--- src/source/local_ram_pkg.sv ---
// Shared types for the local RAM and its testbench
// Fixed pin widths; row_col_bits selects how many address bits the chips use
package local_ram_pkg;

  // Fitted banks, bank 3 is the empty space
  localparam int num_banks = 3;

  // Memory bus word, two chips wide
  typedef logic [17:0] word_t;
  // Slice held by one SIP module, 8 data bits plus bit 8
  typedef logic [8:0] chip_data_t;
  // Multiplexed row/column pins
  typedef logic [9:0] row_col_t;
  typedef logic [1:0] bank_t;
  // Word address, row above column
  typedef logic [19:0] word_addr_t;

  typedef struct packed {
    bank_t      bank;
    word_addr_t addr;
    logic       write;
    word_t      wdata;
  } ram_req_t;

  typedef struct packed {
    word_t rdata;
    logic  parity_err;
  } ram_rsp_t;

  typedef enum logic [2:0] {
    st_idle,
    st_row,
    st_col,
    st_data,
    st_finish
  } seq_state_t;

endpackage
--- src/source/ras_cas_sequencer.sv ---
// RAS/CAS sequencer, one request at a time with no back-pressure
// Row is addr[2*row_col_bits-1:row_col_bits], column addr[row_col_bits-1:0]
// Response 4 cycles after the request strobe, reads and writes alike
`timescale 1ns/1ps

module ras_cas_sequencer #(
  parameter int row_col_bits = 10
) (
  input  logic                    sysclk,
  input  logic                    rst_n,
  input  logic                    req_valid,
  input  local_ram_pkg::ram_req_t req,
  input  local_ram_pkg::word_t    rdata,
  input  logic                    corr_n,
  output local_ram_pkg::row_col_t addr,
  output local_ram_pkg::bank_t    bank,
  output logic                    ras,
  output logic                    cas,
  output logic                    mwrite_n,
  output local_ram_pkg::word_t    wdata,
  output logic                    rsp_valid,
  output local_ram_pkg::ram_rsp_t rsp
);

  local_ram_pkg::seq_state_t state;
  local_ram_pkg::ram_req_t   req_q;
  local_ram_pkg::row_col_t   row_addr;
  local_ram_pkg::row_col_t   col_addr;

  // Row from the incoming request, column from the held one
  assign row_addr = local_ram_pkg::row_col_t'(req.addr[row_col_bits +: row_col_bits]);
  assign col_addr = local_ram_pkg::row_col_t'(req_q.addr[0 +: row_col_bits]);

  // Bank and write data follow the held request
  assign bank  = req_q.bank;
  assign wdata = req_q.wdata;

  // Control path
  always_ff @(posedge sysclk) begin
    if (!rst_n) begin
      state     <= local_ram_pkg::st_idle;
      ras       <= 1'b0;
      cas       <= 1'b0;
      mwrite_n  <= 1'b1;
      rsp_valid <= 1'b0;
    end else begin
      rsp_valid <= 1'b0;
      case (state)
        local_ram_pkg::st_idle: begin
          if (req_valid) begin
            ras   <= 1'b1;
            state <= local_ram_pkg::st_row;
          end
        end
        local_ram_pkg::st_row: begin
          // Column strobe, write enable for the early write
          cas      <= 1'b1;
          mwrite_n <= !req_q.write;
          state    <= local_ram_pkg::st_col;
        end
        local_ram_pkg::st_col: begin
          mwrite_n <= 1'b1;
          state    <= local_ram_pkg::st_data;
        end
        local_ram_pkg::st_data: begin
          ras       <= 1'b0;
          cas       <= 1'b0;
          rsp_valid <= 1'b1;
          state     <= local_ram_pkg::st_finish;
        end
        default: begin
          state <= local_ram_pkg::st_idle;
        end
      endcase
    end
  end

  // Request, address pins and response
  always_ff @(posedge sysclk) begin
    if (state == local_ram_pkg::st_idle && req_valid) begin
      req_q <= req;
      addr  <= row_addr;
    end
    if (state == local_ram_pkg::st_row) begin
      addr <= col_addr;
    end
    if (state == local_ram_pkg::st_data) begin
      // Writes answer with zero data, no error
      if (req_q.write) begin
        rsp <= '0;
      end else begin
        rsp.rdata      <= rdata;
        rsp.parity_err <= !corr_n;
      end
    end
  end

  // Requester waits for the previous response
  req_when_idle: assert property (@(posedge sysclk) disable iff (!rst_n)
    req_valid |-> state == local_ram_pkg::st_idle);

endmodule

--- config.mk ---
export PLATFORM = sky130hd
export DESIGN_NAME = ras_cas_sequencer
export DESIGN_NICKNAME = d
export VERILOG_FILES = /design/src/source/local_ram_pkg.sv /design/src/source/ras_cas_sequencer.sv
export SDC_FILE = /design/constraint.sdc
export NUM_CORES = 1
export LEC_CHECK = 0
export BUFFER_PORTS_ARGS = -buffer_cell sky130_fd_sc_hd__buf_2
export CAP_MARGIN = 20
export CORE_MARGIN = 1.5
export CORE_UTILIZATION = 25
export CTS_CLUSTER_SIZE = 16
export DETAILED_ROUTE_END_ITERATION = 6
export PLACE_DENSITY = 0.48
export SYNTH_ARGS = -nofsm -noshare
export SYNTH_HDL_FRONTEND = slang
export SYNTH_SLANG_ARGS = --single-unit
export TNS_END_PERCENT = 10
--- constraint.sdc ---
create_clock -name sysclk -period 5.5 [get_ports sysclk]
set_input_delay 0.55 -clock sysclk [delete_from_list [all_inputs] [get_ports sysclk]]
set_output_delay 0.55 -clock sysclk [all_outputs]
set_load 0.005 [all_outputs]
==> flow_summary.toml, run 1 <==
[routing]
drtAntennaViolNets = 0
routed_via_density = 3.77
initialDrtViolationCount = 51
wl_per_cell_um = 13.1
drt-total-wl_um = 5070
vias = 1460
first_pass_iters = 3
drc_errors = 0

[clock_network]
cts_root_buf = "clkbuf_8"
htree_levels = 3
cts_hold_repair.buffers = 0
cts_setup_buffers = 0
clk_latency_ps = 330
cts_made_buffers = 9
clk_path_buf_depth = 2
cts_resized = 0
clk_pin_slew_worst_paths_ps = 80
cts_tree = "built"
cts_sinks = 67

[pwr]
p_leak_nw = 1.38
seqPwrFrac = 0.524
power.density_mw_per_mm2 = 352
ir_drop_v = 0.000119
switching_share = 0.213
clock_power_share = 0.382
pwr-share-comb = 0.094
intPower_mw = 0.933
power_switching_mw = 0.252

[layout]
drive_above_1_share = 0.575
nets = 312
fin_util = 0.343
area_delta_synth_final_pct = 32.1
antenna_cells = 0

[sta]
final_hold_viol_count = 0
max_freq_mhz = 545
rsz0062_at_grt = "false"
finalClockSkew_ps = 11.0
setup_violations = 0
fin_ws_ps = 3660
worst_slew_pin_slew_ps = 811
fin_setup_tns_ps = 0
slew_violations = 0
timing.slew.headroom = 0.457
post-route-min-period_ps = 1840
fin_crit_sh = 0.334

[yosys]
syn_inst = 145
yosys-top-cells-area = "edfxtp_1, buf_4, mux2_4"
netlist_area_mm2 = 0.00255
synth.net_count = 208
yosys_warnings = 0
syn_area_per_cell_um2 = 17.6
synth_top_area_share = 0.707
synth.distinct_cells = 24
synth_top_area_cell = "edfxtp_1"
synth_seq_cells = 67
ys_seq_area_frac = 0.762

[floorplan]
boundaryPins = 116
die_x_um = 104
fp.dieH_um = 104
std_cell_rows = 36
die-area_mm2 = 0.0108
core_area_mm2 = 0.00982
start_util = 0.260

[global_routing]
antenna_found_initial = 1
track_usage = 0.0951
grt_pass1_vias = 1549
grt_pass1_wl_um = 7800
overflow = 0
grt_max_degree = 33

[critical_path]
critPathCaptureType = "flop"
cp_slowest_stage_delay_ps = 550
critPathTopFamily = "flip-flops"
path_buf_inv = 1
path_class = "reg2reg"
start_kind = "flop"
critical_path.slowest_cell = "dfxtp_1"
crit_arrival_ps = 1910
crit_chain = "nor3b_2, buf_6, mux2_4"
path_max_fanout = 10
required_ps = 5580

[place]
post-place-ws_ps = 3340
dp_hpwl_um = 3540
gp_congestion = 0.726
io_buffers = 115

[run]
cap_viol_max_count = 0

[status]
outcome = "complete, no violations"

[min_path]
min_path_type = "in2reg"
-- sequential cells by signal (all words and copies together), names as in the netlist --
signal and cells:
rsp 19, wdata 18, addr 10, col_addr 10
state 3, bank 2, cas 1, mwrite_n 1
ras 1, req_q 1, rsp_valid 1
-- worst paths after layout --
kind | slack [ps] | cells after the start | endpoint | start
setup / recovery | 3660 | 3 | addr[0]$_DFFE_PP_ | state[0]$_SDFFE_PN0P_
hold / removal | 380 | 1 | wdata[9]$_DFFE_PP_ | req[9]
setup reg to reg | 3660 | 3 | addr[0]$_DFFE_PP_ | state[0]$_SDFFE_PN0P_
hold reg to reg | 530 | 2 | cas$_SDFFE_PN0P_ | cas$_SDFFE_PN0P_
-- cell type report --
| type | count | area, um2 |
|---|---|---|
| Fill cell | 1007 | 6450 |
| Clock buffer | 12 | 145 |
| Sequential cell | 67 | 1940 |
| Tap cell | 133 | 166 |
| Multi-Input combinational cell | 51 | 423 |
| Inverter | 2 | 7.51 |
| Clock inverter | 4 | 73.8 |
| Timing Repair Buffer | 118 | 609 |
-- power by group through the flow --
stage | Sequential [mW] | Combinational, mW | Clock, mW
floorplan | 0.627 | 0.0740 | 0
global placement | 0.632 | 0.110 | 0
detailed placement | 0.633 | 0.112 | 0
CTS | 0.622 | 0.112 | 0.471
global route | 0.626 | 0.123 | 0.488
finish | 0.621 | 0.111 | 0.452
-- layout by cell type (no fill, tap or decap), types with 2 or more instances in the layout --
cell type	Yosys	layout
a21oi_1	2	2
and2_1	2	2
buf_2	1	115
bufinv_16	0	2
clkbuf_1	1	2
clkbuf_8	0	10
dfxtp_1	7	7
edfxtp_1	60	60
inv_1	2	2
mux2_4	10	10
nand2_1	2	2
nor2_1	5	4
nor2b_1	18	18
-- stage by stage --
stage	power, mW	instances	area, um2	hold WS [ps]
2_1_floorplan	0.701	145	2550	505
3_3_place_gp	0.742	369	3120	528
3_5_place_dp	0.745	369	3120	527
4_1_cts	1.20	385	3340	363
5_1_grt	1.24	387	3370	357
6_report	1.18	387	3370	384
-- Yosys cell counts (all sizes together) --
cell type	count
dfxtp	7
buf	24
nand4bb	1
edfxtp	60
nand2	2
nor3b	2
and2	2
o21a	1
nor2	5
a31oi	1
a21oi	2
xnor2	1
nor2b	18
inv	2
clkbuf	1
or2	1
nor3	2
o21ai	2
mux2	10
nor4b	1
-- cells by family after synthesis --
| group | share of synthesized area |
|---|---|
| AOI/OAI and AO/OA | 0.0133 |
| xor gates and xnor gates | 0.00344 |
| buffers and inverters | 0.0785 |
| DFF | 0.762 |
| muxes | 0.0589 |
| and+or+nand+nor | 0.0839 |
-- metal layers --
metal / up-vias / GRT usage / routed length [um]
met5: - / 0 / 13
met4: 2 / 0.0446 / 77
met3: 12 / 0.0489 / 486
met2: 71 / 0.146 / 2350
met1: 671 / 0.110 / 2140
li1: 704 / - / -
No activity file was read; power rests on OpenSTA's default activity.
==> run 2: changes to the inputs <==
PLACE_DENSITY = 0.5   (was 0.48)
clock period = 1.6 ns   (was 5.5 ns; I/O delays follow)
==> flow_summary.toml, run 2 (synthesis results as in run 1) <==
[floorplan]
boundaryPins = 116
std_cell_rows = 36
die-area_mm2 = 0.0108
start_util = 0.260
die_x_um = 104
core_area_mm2 = 0.00982
fp.dieH_um = 104

[clock_network]
cts_hold_repair.buffers = 31
htree_levels = 3
cts_tree = "built"
clk_path_buf_depth = 2
cts_root_buf = "clkbuf_8"
clk_pin_slew_worst_paths_ps = 70
cts_made_buffers = 9
cts_setup_buffers = 0
clk_latency_ps = 330
cts_sinks = 67
cts_resized = 0

[global_routing]
grt_pass1_vias = 1726
antenna_found_initial = 0
track_usage = 0.101
grt_max_degree = 33
overflow = 0
grt_pass1_wl_um = 8430

[critical_path]
required_ps = 1690
path_class = "reg2reg"
start_kind = "flop"
critPathCaptureType = "flop"
crit_arrival_ps = 1480
path_max_fanout = 10

[min_path]
min_path_type = "in2reg"

[sta]
worst_slew_pin_slew_ps = 307
fin_setup_tns_ps = 0
max_freq_mhz = 718
fin_crit_sh = 0.870
timing.slew.headroom = 0.795
slew_violations = 0
finalClockSkew_ps = 5.82
fin_ws_ps = 207
final_hold_viol_count = 0
post-route-min-period_ps = 1390
rsz0062_at_grt = "false"
setup_violations = 0

[routing]
drt-total-wl_um = 5250
routed_via_density = 3.79
first_pass_iters = 3
wl_per_cell_um = 12.4
drc_errors = 0
initialDrtViolationCount = 61
vias = 1598
drtAntennaViolNets = 0

[place]
gp_congestion = 0.764
io_buffers = 115
post-place-ws_ps = 206
place_inst = 375
dp_hpwl_um = 3560

[layout]
final_cells = 422
drive_above_1_share = 0.505
nets = 347
nFillCells = 987
largest_register_ff_count = 19
multiInputGateArea_um2 = 423
final_common_cell = "buf_2"
largest_register = "rsp"
regArea_mm2 = 0.00194
final_cell_mix = "buf_2, edfxtp_1, dlygate4sd3_1"
antenna_cells = 0
fin_util = 0.376
area_delta_synth_final_pct = 44.8

[pwr]
power_mw = 3.91
ir_drop_v = 0.000415
power.density_mw_per_mm2 = 1060
p_leak_nw = 1.52

[status]
outcome = "complete, no violations"

[run]
cap_viol_max_count = 0
## run 2: changes by cell type in the layout (fill, tap and decap cells not counted), sizes merged
cell and change:
buf +4, bufinv -1, clkinv +1, dlygate4sd3 +31
## run 2: final timing paths
kind / from / end / slack, ps / depth (start not counted)
min reg2reg: cas$_SDFFE_PN0P_ / cas$_SDFFE_PN0P_ / 540 / 2
max reg2reg: state[1]$_SDFFE_PN0P_ / addr[2]$_DFFE_PP_ / 210 / 3
min: rst_n / mwrite_n$_SDFFE_PN1P_ / 70 / 2
max: state[1]$_SDFFE_PN0P_ / addr[2]$_DFFE_PP_ / 210 / 3
## run 2: per-stage QoR
stage	hold slack, ps	instance area, um2
final	71.4	3690
after global placement	337	3200
after CTS	42.4	3690
after detailed placement	339	3200
after floorplan	240	2560
after global routing	75.8	3690
## run 2: metal layers
layer | up-vias | part of all wire | track usage
met2 | 83 | 0.46 | 0.162
met1 | 720 | 0.43 | 0.116
met3 | 15 | 0.089 | 0.0414
met5 | - | 0 | 0
li1 | 780 | - | -
met4 | 0 | 0.027 | 0.0536
## run 2: area by class of cell
| cell class | count | share of cell area |
|---|---|---|
| sequential | 67 | 0.526 |
| timing repair buffer | 153 | 0.264 |
| multi-input combinational | 51 | 0.115 |
| tap | 133 | 0.0451 |
| clock buffer | 12 | 0.0366 |
| clock inverter | 4 | 0.0112 |
| inverter | 2 | 0.00203 |
## run 2: report_power, final
part	leakage [nW]	switching [mW]	total, mW	internal, mW
registers	0.625	0.0412	2.11	2.07
clock network	0.0871	0.595	1.30	0.707
logic	0.804	0.208	0.495	0.287
total	1.52	0.844	3.91	3.07
## run 2: critical path: stages (launching register included)
cell and delay [ps]:
dfxtp_1 390, nor3b_2 270, buf_12 180, mux2_4 300
==> run 3: changes to the inputs <==
HOLD_SLACK_MARGIN = 0.08   (was not set)
PLACE_DENSITY = 0.48   (was 0.5)
SKIP_LAST_GASP = 1   (was not set)
clock period = 1.55 ns   (was 1.6 ns; I/O delays follow)
==> flow_summary.toml, run 3 (synthesis results as in run 1) <==
[status]
outcome = "complete, no violations"

[clock_network]
htree_levels = 3
cts_resized = 0
cts_root_buf = "clkbuf_8"
cts_tree = "built"
clk_latency_ps = 330
clk_path_buf_depth = 2
cts_sinks = 67
clk_pin_slew_worst_paths_ps = 70
cts_made_buffers = 9

[critical_path]
cp_slowest_stage_delay_ps = 390
r2r_start = "state[0]$_SDFFE_PN0P_"
critPathCaptureType = "flop"
path_class = "reg2reg"
crit_arrival_ps = 1460
r2r-end = "addr[8]$_DFFE_PP_"
r2r_setup_slack_ps = 170
start_kind = "flop"
rr_worst_depth = 3
path_buf_inv = 1
critical_path.slowest_cell = "dfxtp_1"
path_max_fanout = 10
cp-startpoint = "state[0]$_SDFFE_PN0P_"
crit_chain = "nor3b_2, buf_12, mux2_4"
critPathTopFamily = "flip-flops"
required_ps = 1630

[routing]
routed_via_density = 3.75
route.met2.wl_um = 2480
wl_per_cell_um = 12.2
drtAntennaViolNets = 0
drt-total-wl_um = 5190
initialDrtViolationCount = 62
wl_met3_um = 472
first_pass_iters = 5
wl_met1_um = 2150
vias = 1588
highest_layer = "met4"
drc_errors = 0

[sta]
max_freq_mhz = 724
post-route-min-period_ps = 1380
fin_crit_sh = 0.891
setup_violations = 0
finalClockSkew_ps = 7.33
slew_violations = 0
worst_slew_pin_slew_ps = 307
rsz0062_at_grt = "false"
final_hold_viol_count = 0
fin_setup_tns_ps = 0
timing.slew.headroom = 0.795
hold_slack_ps = 109

[floorplan]
start_util = 0.260
die-area_mm2 = 0.0108
die_x_um = 104
boundaryPins = 116
fp.dieH_um = 104
std_cell_rows = 36
core_area_mm2 = 0.00982

[layout]
fin_area_mm2 = 0.00369
largest_register = "rsp"
largest_register_ff_count = 19
drive_above_1_share = 0.509
area_delta_synth_final_pct = 44.7
regArea_mm2 = 0.00194
antenna_cells = 0
final_common_cell = "buf_2"
nets = 350
fin_util = 0.376
nFillCells = 984
final_cell_mix = "buf_2, edfxtp_1, dlygate4sd3_1"
multiInputGateArea_um2 = 418

[run]
cap_viol_max_count = 0

[min_path]
min-delay-start = "rdata[12]"
min_path_type = "in2reg"
hold-path-cell-count = 2
min_to = "rsp[13]$_SDFFCE_PP0P_"

[global_routing]
track_usage = 0.103
grt_pass1_wl_um = 8460
grt_pass1_vias = 1754
overflow = 0
antenna_found_initial = 0
grt_max_degree = 31

[place]
place_area_mm2 = 0.00321
gp_congestion = 0.739
dp_hpwl_um = 3520
io_buffers = 115

[pwr]
ir_drop_v = 0.000398
intPower_mw = 3.00
power_switching_mw = 0.853
clock_power_share = 0.299
power_mw = 3.85
seqPwrFrac = 0.566
switching_share = 0.221
p_leak_nw = 1.52
power.density_mw_per_mm2 = 1050
pwr-share-comb = 0.135
## run 3: cell count changes in the layout (fill, tap and decap cells not counted)
cell | previous run | this run
nor3_1 | 1 | 2
buf_4 | 4 | 5
clkbuf_1 | 3 | 2
clkinv_1 | 3 | 1
nor3_2 | 1 | 0
clkinv_2 | 0 | 3
dlygate4sd3_1 | 31 | 33
bufinv_16 | 1 | 0
## run 3: layout make-up
| type | instances | area share |
|---|---|---|
| sequential | 67 | 0.527 |
| inverter | 2 | 0.00204 |
| clock buffer | 11 | 0.0356 |
| timing repair buffer | 156 | 0.272 |
| tap | 133 | 0.0451 |
| clock inverter | 4 | 0.00509 |
| multi-input combinational | 51 | 0.113 |
## run 3: repair_timing
action / CTS / global route
buffers inserted: 0 / 0
endpoints found under the hold margin: 33 / 0
hold buffers: 33 / 0
## run 3: metal layers
layer,up-vias,track usage
met2,79,0.166
met5,-,0
met3,10,0.0489
met1,716,0.114
met4,0,0.0506
li1,783,-
## run 3: how the worst max path moves through the flow
stage / end / cells after the start / slack (ps)
after floorplan: bank[0]$_DFFE_PP_ / 2 / -440
after global placement: addr[9]$_DFFE_PP_ / 3 / 190
after detailed placement: addr[6]$_DFFE_PP_ / 3 / 170
after CTS: addr[6]$_DFFE_PP_ / 3 / 150
after global routing: addr[6]$_DFFE_PP_ / 3 / 130
final: addr[8]$_DFFE_PP_ / 3 / 170
## run 3: power by group through the flow
stage / registers, mW / logic, mW / clock network (mW)
global route: 2.19 / 0.572 / 1.31
CTS: 2.18 / 0.531 / 1.22
floorplan: 2.22 / 0.268 / 0
finish: 2.18 / 0.521 / 1.15
global placement: 2.22 / 0.458 / 0
detailed placement: 2.22 / 0.467 / 0
## run 3: metrics by stage
step                setup slack [ps]  instances
floorplan                       -442        145
global placement                 190        376
detailed placement               172        376
CTS                              153        424
global route                     132        424
finish                           168        424
## run 3: worst register-to-register path, cell delays in order, from the launching register on
cell	delay [ps]
dfxtp_1	390
nor3b_2	260
buf_12	180
mux2_4	300
